[config.mk]
export PLATFORM = sky130hd
export DESIGN_NAME = rv_alu_core
export DESIGN_NICKNAME = d
export VERILOG_FILES = /design/src/source/rv_alu_pkg.sv /design/src/source/rv_alu_core.sv /design/src/source/rv_decode.sv /design/src/source/rv_execute.sv /design/src/source/rv_reg_id_ex.sv /design/src/source/rv_regfile.sv /design/src/source/rv_writeback.sv
export VERILOG_INCLUDE_DIRS = /design/src /design/src/source
export SDC_FILE = /design/constraint.sdc
export NUM_CORES = 2
export LEC_CHECK = 0
export ABC_AREA = 0
export ABC_CLOCK_PERIOD_IN_PS = 14600
export BUFFER_PORTS_ARGS = -buffer_cell sky130_fd_sc_hd__buf_2
export CAP_MARGIN = 10
export CORE_MARGIN = 2
export CORE_UTILIZATION = 35
export DETAILED_ROUTE_END_ITERATION = 8
export GPL_TIMING_DRIVEN = 0
export HOLD_SLACK_MARGIN = 0.02
export SLEW_MARGIN = 40
export SYNTH_ARGS = -nofsm -noshare
export SYNTH_HDL_FRONTEND = slang
export SYNTH_SLANG_ARGS = --single-unit
[constraint.sdc]
create_clock -name clk -period 14.6 [get_ports clk]
set_input_delay 0.73 -clock clk [delete_from_list [all_inputs] [get_ports clk]]
set_output_delay 0.73 -clock clk [all_outputs]
set_load 0.01 [all_outputs]
[src/source/rv_alu_params.svh]
`ifndef RV_ALU_PARAMS_SVH
`define RV_ALU_PARAMS_SVH

// Integer register and datapath width, fixed at 32 by RV32I
`define RV_XLEN 32

// Address given to the first accepted instruction
`define RV_RESET_PC 32'h0000_0000

`endif

[src/source/rv_alu_pkg.sv]
`default_nettype none

`include "rv_alu_params.svh"

package rv_alu_pkg;

    typedef logic [`RV_XLEN-1:0] word_t;
    typedef logic [4:0]          reg_addr_t;
    typedef logic [31:0]         instr_t;

    // ALU functions, one per RV32I integer operation
    typedef enum logic [3:0] {
        ALU_ADD,
        ALU_SUB,
        ALU_SLL,
        ALU_SLT,
        ALU_SLTU,
        ALU_XOR,
        ALU_SRL,
        ALU_SRA,
        ALU_OR,
        ALU_AND
    } alu_op_t;

    // Operand A source, zero serves LUI
    typedef enum logic [1:0] {
        A_RS1,
        A_PC,
        A_ZERO
    } alu_a_src_t;

    // Result port handshake
    typedef enum logic [1:0] {
        WB_IDLE,
        WB_REQ,
        WB_DROP
    } wb_state_t;

endpackage

`default_nettype wire

[src/source/rv_alu_core.sv]
`default_nettype none

module rv_alu_core
    import rv_alu_pkg::*;
(
    input  wire logic   clk,
    input  wire logic   rst_n,

    // Instruction stream
    input  wire logic   instr_valid,
    output logic        instr_ready,
    input  wire instr_t instr,

    // Result port, four-phase
    output logic        res_req,
    input  wire logic   res_ack,
    output reg_addr_t   res_rd,
    output word_t       res_data
);

    logic       advance;

    logic       id_valid;
    logic       reg_write_id;
    alu_op_t    alu_op_id;
    alu_a_src_t alu_a_src_id;
    logic       alu_b_imm_id;
    reg_addr_t  rd_id;
    reg_addr_t  rs1_id;
    reg_addr_t  rs2_id;
    word_t      rs1_data_id;
    word_t      rs2_data_id;
    word_t      imm_id;
    word_t      pc_id;

    logic       valid_ex;
    logic       reg_write_ex;
    alu_op_t    alu_op_ex;
    alu_a_src_t alu_a_src_ex;
    logic       alu_b_imm_ex;
    reg_addr_t  rd_ex;
    reg_addr_t  rs1_ex;
    reg_addr_t  rs2_ex;
    word_t      rs1_data_ex;
    word_t      rs2_data_ex;
    word_t      imm_ex;
    word_t      pc_ex;

    logic       ex_write;
    reg_addr_t  ex_rd;
    word_t      ex_result;

    logic       wb_held;
    reg_addr_t  wb_rd;
    word_t      wb_data;

    assign instr_ready = advance;
    assign res_rd      = wb_rd;
    assign res_data    = wb_data;

    rv_decode u_decode (
        .clk         (clk),
        .rst_n       (rst_n),
        .advance     (advance),
        .instr_valid (instr_valid),
        .instr       (instr),
        .id_valid    (id_valid),
        .reg_write   (reg_write_id),
        .alu_op      (alu_op_id),
        .alu_a_src   (alu_a_src_id),
        .alu_b_imm   (alu_b_imm_id),
        .rd          (rd_id),
        .rs1         (rs1_id),
        .rs2         (rs2_id),
        .rs1_data    (rs1_data_id),
        .rs2_data    (rs2_data_id),
        .imm         (imm_id),
        .pc          (pc_id),
        .wb_we       (wb_held),
        .wb_rd       (wb_rd),
        .wb_data     (wb_data)
    );

    rv_reg_id_ex u_reg_id_ex (
        .clk          (clk),
        .rst_n        (rst_n),
        .advance      (advance),
        .valid_id     (id_valid),
        .reg_write_id (reg_write_id),
        .alu_op_id    (alu_op_id),
        .alu_a_src_id (alu_a_src_id),
        .alu_b_imm_id (alu_b_imm_id),
        .rd_id        (rd_id),
        .rs1_id       (rs1_id),
        .rs2_id       (rs2_id),
        .rs1_data_id  (rs1_data_id),
        .rs2_data_id  (rs2_data_id),
        .imm_id       (imm_id),
        .pc_id        (pc_id),
        .valid_ex     (valid_ex),
        .reg_write_ex (reg_write_ex),
        .alu_op_ex    (alu_op_ex),
        .alu_a_src_ex (alu_a_src_ex),
        .alu_b_imm_ex (alu_b_imm_ex),
        .rd_ex        (rd_ex),
        .rs1_ex       (rs1_ex),
        .rs2_ex       (rs2_ex),
        .rs1_data_ex  (rs1_data_ex),
        .rs2_data_ex  (rs2_data_ex),
        .imm_ex       (imm_ex),
        .pc_ex        (pc_ex)
    );

    rv_execute u_execute (
        .valid_ex     (valid_ex),
        .reg_write_ex (reg_write_ex),
        .alu_op       (alu_op_ex),
        .alu_a_src    (alu_a_src_ex),
        .alu_b_imm    (alu_b_imm_ex),
        .rd           (rd_ex),
        .rs1          (rs1_ex),
        .rs2          (rs2_ex),
        .rs1_data     (rs1_data_ex),
        .rs2_data     (rs2_data_ex),
        .imm          (imm_ex),
        .pc           (pc_ex),
        .wb_held      (wb_held),
        .wb_rd        (wb_rd),
        .wb_data      (wb_data),
        .ex_write     (ex_write),
        .ex_rd        (ex_rd),
        .ex_result    (ex_result)
    );

    rv_writeback u_writeback (
        .clk       (clk),
        .rst_n     (rst_n),
        .ex_write  (ex_write),
        .ex_rd     (ex_rd),
        .ex_result (ex_result),
        .advance   (advance),
        .wb_held   (wb_held),
        .wb_rd     (wb_rd),
        .wb_data   (wb_data),
        .res_req   (res_req),
        .res_ack   (res_ack)
    );

endmodule

`default_nettype wire

[src/source/rv_decode.sv]
`default_nettype none

`include "rv_alu_params.svh"

module rv_decode
    import rv_alu_pkg::*;
(
    input  wire logic      clk,
    input  wire logic      rst_n,
    input  wire logic      advance,

    input  wire logic      instr_valid,
    input  wire instr_t    instr,

    output logic           id_valid,
    output logic           reg_write,
    output alu_op_t        alu_op,
    output alu_a_src_t     alu_a_src,
    output logic           alu_b_imm,
    output reg_addr_t      rd,
    output reg_addr_t      rs1,
    output reg_addr_t      rs2,
    output word_t          rs1_data,
    output word_t          rs2_data,
    output word_t          imm,
    output word_t          pc,

    input  wire logic      wb_we,
    input  wire reg_addr_t wb_rd,
    input  wire word_t     wb_data
);

    localparam logic [6:0] OPC_OP    = 7'b0110011;
    localparam logic [6:0] OPC_OPIMM = 7'b0010011;
    localparam logic [6:0] OPC_LUI   = 7'b0110111;
    localparam logic [6:0] OPC_AUIPC = 7'b0010111;

    instr_t instr_q;
    word_t  pc_cnt;

    // Maps funct3 and bit 30 onto an ALU function
    function automatic alu_op_t decode_alu(input logic [2:0] funct3, input logic alt,
                                           input logic is_reg);
        case (funct3)
            3'b000:  return (is_reg && alt) ? ALU_SUB : ALU_ADD;
            3'b001:  return ALU_SLL;
            3'b010:  return ALU_SLT;
            3'b011:  return ALU_SLTU;
            3'b100:  return ALU_XOR;
            3'b101:  return alt ? ALU_SRA : ALU_SRL;
            3'b110:  return ALU_OR;
            default: return ALU_AND;
        endcase
    endfunction

    always_ff @(posedge clk or negedge rst_n) begin
        if (!rst_n) begin
            id_valid <= 1'b0;
            pc_cnt   <= `RV_RESET_PC;
        end else if (advance) begin
            id_valid <= instr_valid;
            if (instr_valid) begin
                pc_cnt <= pc_cnt + 32'd4;
            end
        end
    end

    // Held instruction and the address it was accepted at
    always_ff @(posedge clk) begin
        if (advance) begin
            instr_q <= instr;
            pc      <= pc_cnt;
        end
    end

    assign rd  = instr_q[11:7];
    assign rs1 = instr_q[19:15];
    assign rs2 = instr_q[24:20];

    always_comb begin
        reg_write = 1'b0;
        alu_op    = ALU_ADD;
        alu_a_src = A_RS1;
        alu_b_imm = 1'b0;
        imm       = {{20{instr_q[31]}}, instr_q[31:20]};
        case (instr_q[6:0])
            OPC_OP: begin
                reg_write = 1'b1;
                alu_op    = decode_alu(instr_q[14:12], instr_q[30], 1'b1);
            end
            OPC_OPIMM: begin
                reg_write = 1'b1;
                alu_op    = decode_alu(instr_q[14:12], instr_q[30], 1'b0);
                alu_b_imm = 1'b1;
            end
            OPC_LUI, OPC_AUIPC: begin
                reg_write = 1'b1;
                alu_a_src = (instr_q[6:0] == OPC_LUI) ? A_ZERO : A_PC;
                alu_b_imm = 1'b1;
                imm       = {instr_q[31:12], 12'b0};
            end
            default: begin
                // Unsupported opcode passes through as a no-op
                reg_write = 1'b0;
            end
        endcase
    end

    rv_regfile u_regfile (
        .clk      (clk),
        .rst_n    (rst_n),
        .rs1      (rs1),
        .rs2      (rs2),
        .rs1_data (rs1_data),
        .rs2_data (rs2_data),
        .we       (wb_we),
        .rd       (wb_rd),
        .rd_data  (wb_data)
    );

endmodule

`default_nettype wire

[src/source/rv_execute.sv]
`default_nettype none

module rv_execute
    import rv_alu_pkg::*;
(
    input  wire logic       valid_ex,
    input  wire logic       reg_write_ex,
    input  wire alu_op_t    alu_op,
    input  wire alu_a_src_t alu_a_src,
    input  wire logic       alu_b_imm,
    input  wire reg_addr_t  rd,
    input  wire reg_addr_t  rs1,
    input  wire reg_addr_t  rs2,
    input  wire word_t      rs1_data,
    input  wire word_t      rs2_data,
    input  wire word_t      imm,
    input  wire word_t      pc,

    // Entry held in writeback
    input  wire logic       wb_held,
    input  wire reg_addr_t  wb_rd,
    input  wire word_t      wb_data,

    output logic            ex_write,
    output reg_addr_t       ex_rd,
    output word_t           ex_result
);

    word_t      rs1_val;
    word_t      rs2_val;
    word_t      op_a;
    word_t      op_b;
    logic [4:0] shamt;

    // The register file missed the producer one stage ahead, take it from writeback
    assign rs1_val = (wb_held && (wb_rd != '0) && (wb_rd == rs1)) ? wb_data : rs1_data;
    assign rs2_val = (wb_held && (wb_rd != '0) && (wb_rd == rs2)) ? wb_data : rs2_data;

    always_comb begin
        case (alu_a_src)
            A_RS1:   op_a = rs1_val;
            A_PC:    op_a = pc;
            default: op_a = '0;
        endcase
    end

    assign op_b  = alu_b_imm ? imm : rs2_val;
    assign shamt = op_b[4:0];

    always_comb begin
        ex_result = '0;
        case (alu_op)
            ALU_ADD:  ex_result = op_a + op_b;
            ALU_SUB:  ex_result = op_a - op_b;
            ALU_SLL:  ex_result = op_a << shamt;
            ALU_SLT:  ex_result[0] = $signed(op_a) < $signed(op_b);
            ALU_SLTU: ex_result[0] = op_a < op_b;
            ALU_XOR:  ex_result = op_a ^ op_b;
            ALU_SRL:  ex_result = op_a >> shamt;
            ALU_SRA:  ex_result = $signed(op_a) >>> shamt;
            ALU_OR:   ex_result = op_a | op_b;
            default:  ex_result = op_a & op_b;
        endcase
    end

    assign ex_write = valid_ex && reg_write_ex;
    assign ex_rd    = rd;

endmodule

`default_nettype wire

[src/source/rv_reg_id_ex.sv]
`default_nettype none

module rv_reg_id_ex
    import rv_alu_pkg::*;
(
    input  wire logic       clk,
    input  wire logic       rst_n,
    input  wire logic       advance,

    // Decode side
    input  wire logic       valid_id,
    input  wire logic       reg_write_id,
    input  wire alu_op_t    alu_op_id,
    input  wire alu_a_src_t alu_a_src_id,
    input  wire logic       alu_b_imm_id,
    input  wire reg_addr_t  rd_id,
    input  wire reg_addr_t  rs1_id,
    input  wire reg_addr_t  rs2_id,
    input  wire word_t      rs1_data_id,
    input  wire word_t      rs2_data_id,
    input  wire word_t      imm_id,
    input  wire word_t      pc_id,

    // Execute side
    output logic            valid_ex,
    output logic            reg_write_ex,
    output alu_op_t         alu_op_ex,
    output alu_a_src_t      alu_a_src_ex,
    output logic            alu_b_imm_ex,
    output reg_addr_t       rd_ex,
    output reg_addr_t       rs1_ex,
    output reg_addr_t       rs2_ex,
    output word_t           rs1_data_ex,
    output word_t           rs2_data_ex,
    output word_t           imm_ex,
    output word_t           pc_ex
);

    // Stage occupancy and write enable
    always_ff @(posedge clk or negedge rst_n) begin
        if (!rst_n) begin
            valid_ex     <= 1'b0;
            reg_write_ex <= 1'b0;
        end else if (advance) begin
            valid_ex     <= valid_id;
            reg_write_ex <= reg_write_id;
        end
    end

    // Control selects and register numbers
    always_ff @(posedge clk) begin
        if (advance) begin
            alu_op_ex    <= alu_op_id;
            alu_a_src_ex <= alu_a_src_id;
            alu_b_imm_ex <= alu_b_imm_id;
            rd_ex        <= rd_id;
            rs1_ex       <= rs1_id;
            rs2_ex       <= rs2_id;
        end
    end

    // Operands
    always_ff @(posedge clk) begin
        if (advance) begin
            rs1_data_ex <= rs1_data_id;
            rs2_data_ex <= rs2_data_id;
            imm_ex      <= imm_id;
            pc_ex       <= pc_id;
        end
    end

endmodule

`default_nettype wire

[src/source/rv_regfile.sv]
`default_nettype none

module rv_regfile
    import rv_alu_pkg::*;
(
    input  wire logic      clk,
    input  wire logic      rst_n,

    input  wire reg_addr_t rs1,
    input  wire reg_addr_t rs2,
    output word_t          rs1_data,
    output word_t          rs2_data,

    input  wire logic      we,
    input  wire reg_addr_t rd,
    input  wire word_t     rd_data
);

    word_t regs [32];

    // Writes are ignored while reset is held, and x0 is never written
    always_ff @(posedge clk) begin
        if (rst_n && we && (rd != '0)) begin
            regs[rd] <= rd_data;
        end
    end

    // Combinational reads, x0 reads as zero
    assign rs1_data = (rs1 == '0) ? '0 : regs[rs1];
    assign rs2_data = (rs2 == '0) ? '0 : regs[rs2];

endmodule

`default_nettype wire

[src/source/rv_writeback.sv]
`default_nettype none

module rv_writeback
    import rv_alu_pkg::*;
(
    input  wire logic      clk,
    input  wire logic      rst_n,

    input  wire logic      ex_write,
    input  wire reg_addr_t ex_rd,
    input  wire word_t     ex_result,

    output logic           advance,
    output logic           wb_held,
    output reg_addr_t      wb_rd,
    output word_t          wb_data,

    output logic           res_req,
    input  wire logic      res_ack
);

    wb_state_t state;

    // Pipeline moves only while the result port is idle
    assign advance = (state == WB_IDLE);
    assign res_req = (state == WB_REQ);

    always_ff @(posedge clk or negedge rst_n) begin
        if (!rst_n) begin
            state   <= WB_IDLE;
            wb_held <= 1'b0;
        end else begin
            case (state)
                WB_IDLE: begin
                    // A bubble or non-writing instruction empties the entry
                    wb_held <= ex_write;
                    if (ex_write) begin
                        state <= WB_REQ;
                    end
                end
                WB_REQ: begin
                    if (res_ack) begin
                        state <= WB_DROP;
                    end
                end
                WB_DROP: begin
                    // Wait for the consumer to release ack
                    if (!res_ack) begin
                        state <= WB_IDLE;
                    end
                end
                default: state <= WB_IDLE;
            endcase
        end
    end

    // Result entry, stable for the whole handshake
    always_ff @(posedge clk) begin
        if (advance && ex_write) begin
            wb_rd   <= ex_rd;
            wb_data <= ex_result;
        end
    end

endmodule

`default_nettype wire
==> impl_results.md <==
* Std-Cell Rows at 160
* IO Count at 75
* Crit path kind: flop to flop
* Final Wtd Congestion at 0.998
* Hold Vio Cnt, Final at 0
* Final Setup Violations at 0
* Vias in the first global route at 44.5k
* Top-count cell post-synth: edfxtp_1
* Width of the die at 441 um
* Fin. max-slew vios at 0
* CTS Sinks at 1307
* Dominant cell type by area after synthesis: edfxtp_1
* Synth cell count leaders: edfxtp_1 (1271), mux4_2 (566), mux2i_1 (293)
* Worst skew pair latency at 790 ps
* Final Power at 11.7 mW
* Share of the synthesized area in the top cell type at 0.570
* Die height at 441 um
* Die Area at 195000 um^2
* CP endpoint kind: flop
* Util after Layout at 0.418
* Final ANT Viol Nets at 0
* Total track usage at 0.276
* Crit path max-delay cell type: o211ai_1
* Cell Pwr Density at 147 nW/um^2
* Clock Root Buffer: clkbuf_16
* Vias at 45.8k
* Fin crit period at 8290 ps
* IO Port Bufs at 74
* Multi-input logic area at 26900 um^2
* # fillers at 16.8k
* Status: finished clean
* Layout cells sized above 1 at 0.286
* Initial DRC Count at 6788
* Required time of the critical path at 15130 ps
* Clk buf depth at 3
* Hold Slack at 119 ps
* Share of the yosys chip area belonging to registers at 0.584
* DRC Markers at 0
* Leakage at 27.1 nW
* Hold/Removal Path Class: input pin to flop
* Area Growth Syn to Fin at 18.6%
* Max cap viols at 0
* Global route overflow at 0
* Crit Path Max Fanout at 11
* Main synth FF type: edfxtp_1
* CP peak stage delay at 640 ps
* Type of origin of the critical path: flop
* Slew @ Worst Pin at 982 ps
* Drt pass-1 iters at 6
* Netlist cell types at 89
* Initial antenna violation count at 5
* FMAX at 121 MHz
* Register area at 39100 um^2
* Core area at 190000 um^2
* Largest net degree at the start of global routing at 39
* Post-DP HPWL at 205 mm
* Top delay family on crit path: compound AO/OA/AOI/OAI gates
* Initial Util at 0.352
* Asr flop ratio synth at 0.0275
* Detailed-route wire length at 271 mm
* Number of vias per cell at 6.27
* Clock skew at 32.2 ps
* Top cells by area, synth: edfxtp_1 (57%), mux4_2 (19%), mux2i_1 (4.4%)
* Reg clk slew, reported paths at 60 ps
* Most Frequent Cell on Critical Path: buf_2
* Inserted Clock Buffers at 137
* Critical-path cell list: buf_2 -> or4_4 -> o211a_1 -> nand4_1 -> and3_1 -> buf_2 -> buf_4 -> buf_2 -> buf_2 -> buf_1 -> ha_1 -> clkbuf_1 -> a31oi_1 -> a211oi_1 -> a211oi_1 -> o211ai_1 -> a21oi_1 -> nor4b_1 -> o22ai_1 -> o31ai_1 -> mux2i_1 -> a21oi_1
* Cell area after synthesis at 66900 um^2
* Peak supply drop at 135 uV
* First-pass GRT wire length at 368 mm
* Wire per inst at 37.1 um
* CTS tree: done
* Synth warn at 0
* Synthesis-stage register bit count at 1307
* Nets at 4821
* Post-synth EDFFs at 1271
* Syn avg cell area at 15.8 um^2
* H-tree Lvls at 4
* Worst path arrival time at 8820 ps
* Post-synthesis instance total at 4245
* Slew margin rel. at 0.345
* Sum of buffers and inverters on the critical path at 7
* Unrepaired setup endpoints after global routing: no
* Final period util at 0.568
[cell usage in the layout, fill, tap and decap left out, types with 87 or more instances in the layout]
master     count
clkbuf_16    141
buf_2        160
inv_1        123
nand2_1      157
a21oi_1      181
clkbuf_2      87
edfxtp_1    1271
ha_1          98
o21ai_0      127
nor2_1       252
clkbuf_1     148
mux4_2       566
mux2i_1      288
[logic make-up (layout without fill, tap and decap cells)]
kind of cell,Yosys count,after routing,share of synthesized area
compound gates,725,725,0.0725
simple gates,686,686,0.0463
other cells,1,34,0.0000560
fa+ha+maj,100,100,0.0189
buf+inv,450,963,0.0266
flops,1307,1307,0.584
xor+xnor,63,63,0.00825
mux,913,913,0.243
[power breakdown]
| group | internal, mW | leakage [nW] | switching, mW | total (mW) |
|---|---|---|---|---|
| registers | 4.28 | 12.3 | 0.0809 | 4.36 |
| logic | 1.28 | 12.7 | 2.59 | 3.87 |
| clock network | 1.96 | 2.13 | 1.49 | 3.45 |
| total | 7.51 | 27.1 | 4.17 | 11.7 |
[path summary, 6_finish.rpt]
kind                                                     start                                    to  slack (ps)  depth (start not counted)
worst max-delay path            u_writeback.wb_rd[0]$_DFFE_PP_     u_writeback.wb_data[31]$_DFFE_PP_        6310                         22
worst min-delay path                                 instr[19]        u_decode.instr_q[19]$_DFFE_PP_         120                          1
worst max register to register  u_writeback.wb_rd[0]$_DFFE_PP_     u_writeback.wb_data[31]$_DFFE_PP_        6310                         22
worst min register to register       u_decode.pc[21]$_DFFE_PP_       u_reg_id_ex.pc_ex[21]$_DFFE_PP_         420                          0
max in group asynchronous                                rst_n  u_reg_id_ex.reg_write_ex$_DFFE_PN0P_       13720                          2
min in group asynchronous                                rst_n       u_decode.pc_cnt[10]$_DFFE_PN0P_         500                          2
[per-stage QoR]
stage | area, um^2 | instances | setup WS (ps) | TNS, ps
final | 79300 | 7302 | 6310 | 0
after global routing | 79300 | 7300 | 6130 | 0
after CTS | 79300 | 7300 | 6470 | 0
after detailed placement | 75000 | 7056 | 6520 | 0
after global placement | 70500 | 6861 | -2240 | -117510
after floorplan | 67000 | 4276 | 2740 | 0
[layout make-up]
type | instances | area share
multi-input cells | 2519 | 0.339
plain buffers | 320 | 0.0186
clock inverters | 76 | 0.00848
repair buffers | 270 | 0.0496
clock buffers | 167 | 0.0460
diodes | 2 | 0.0000631
inverters | 130 | 0.00615
well taps | 2511 | 0.0396
flip-flops and latches | 1307 | 0.492
[state kept, by name, indices dropped and copies added, names as in the netlist, 4 cells and up]
name,cells
u_decode.pc,30
u_reg_id_ex.alu_op_ex,4
u_decode.u_regfile.regs,1024
u_writeback.wb_data,32
u_reg_id_ex.rs1_data_ex,32
u_reg_id_ex.rs1_ex,5
u_reg_id_ex.rd_ex,5
u_reg_id_ex.imm_ex,32
u_reg_id_ex.rs2_data_ex,32
u_decode.pc_cnt,30
u_decode.instr_q,32
u_reg_id_ex.rs2_ex,5
u_writeback.wb_rd,5
u_reg_id_ex.pc_ex,30
[per-layer routing]
layer | vias to the layer above | routed length (um) | global-route usage
met1 | 23800 | 98400 | 0.347
met4 | 2 | 19700 | 0.167
met5 | - | 14 | 0
li1 | 18200 | - | -
met2 | 3088 | 126000 | 0.439
met3 | 648 | 26900 | 0.0586
[what timing repair did]
item	in CTS	in global routing
hold buffers	1	0
buffers inserted	0	0
resized for setup	0	0
endpoints found under the hold margin	36	0
No activity file was read; power rests on OpenSTA's default activity.
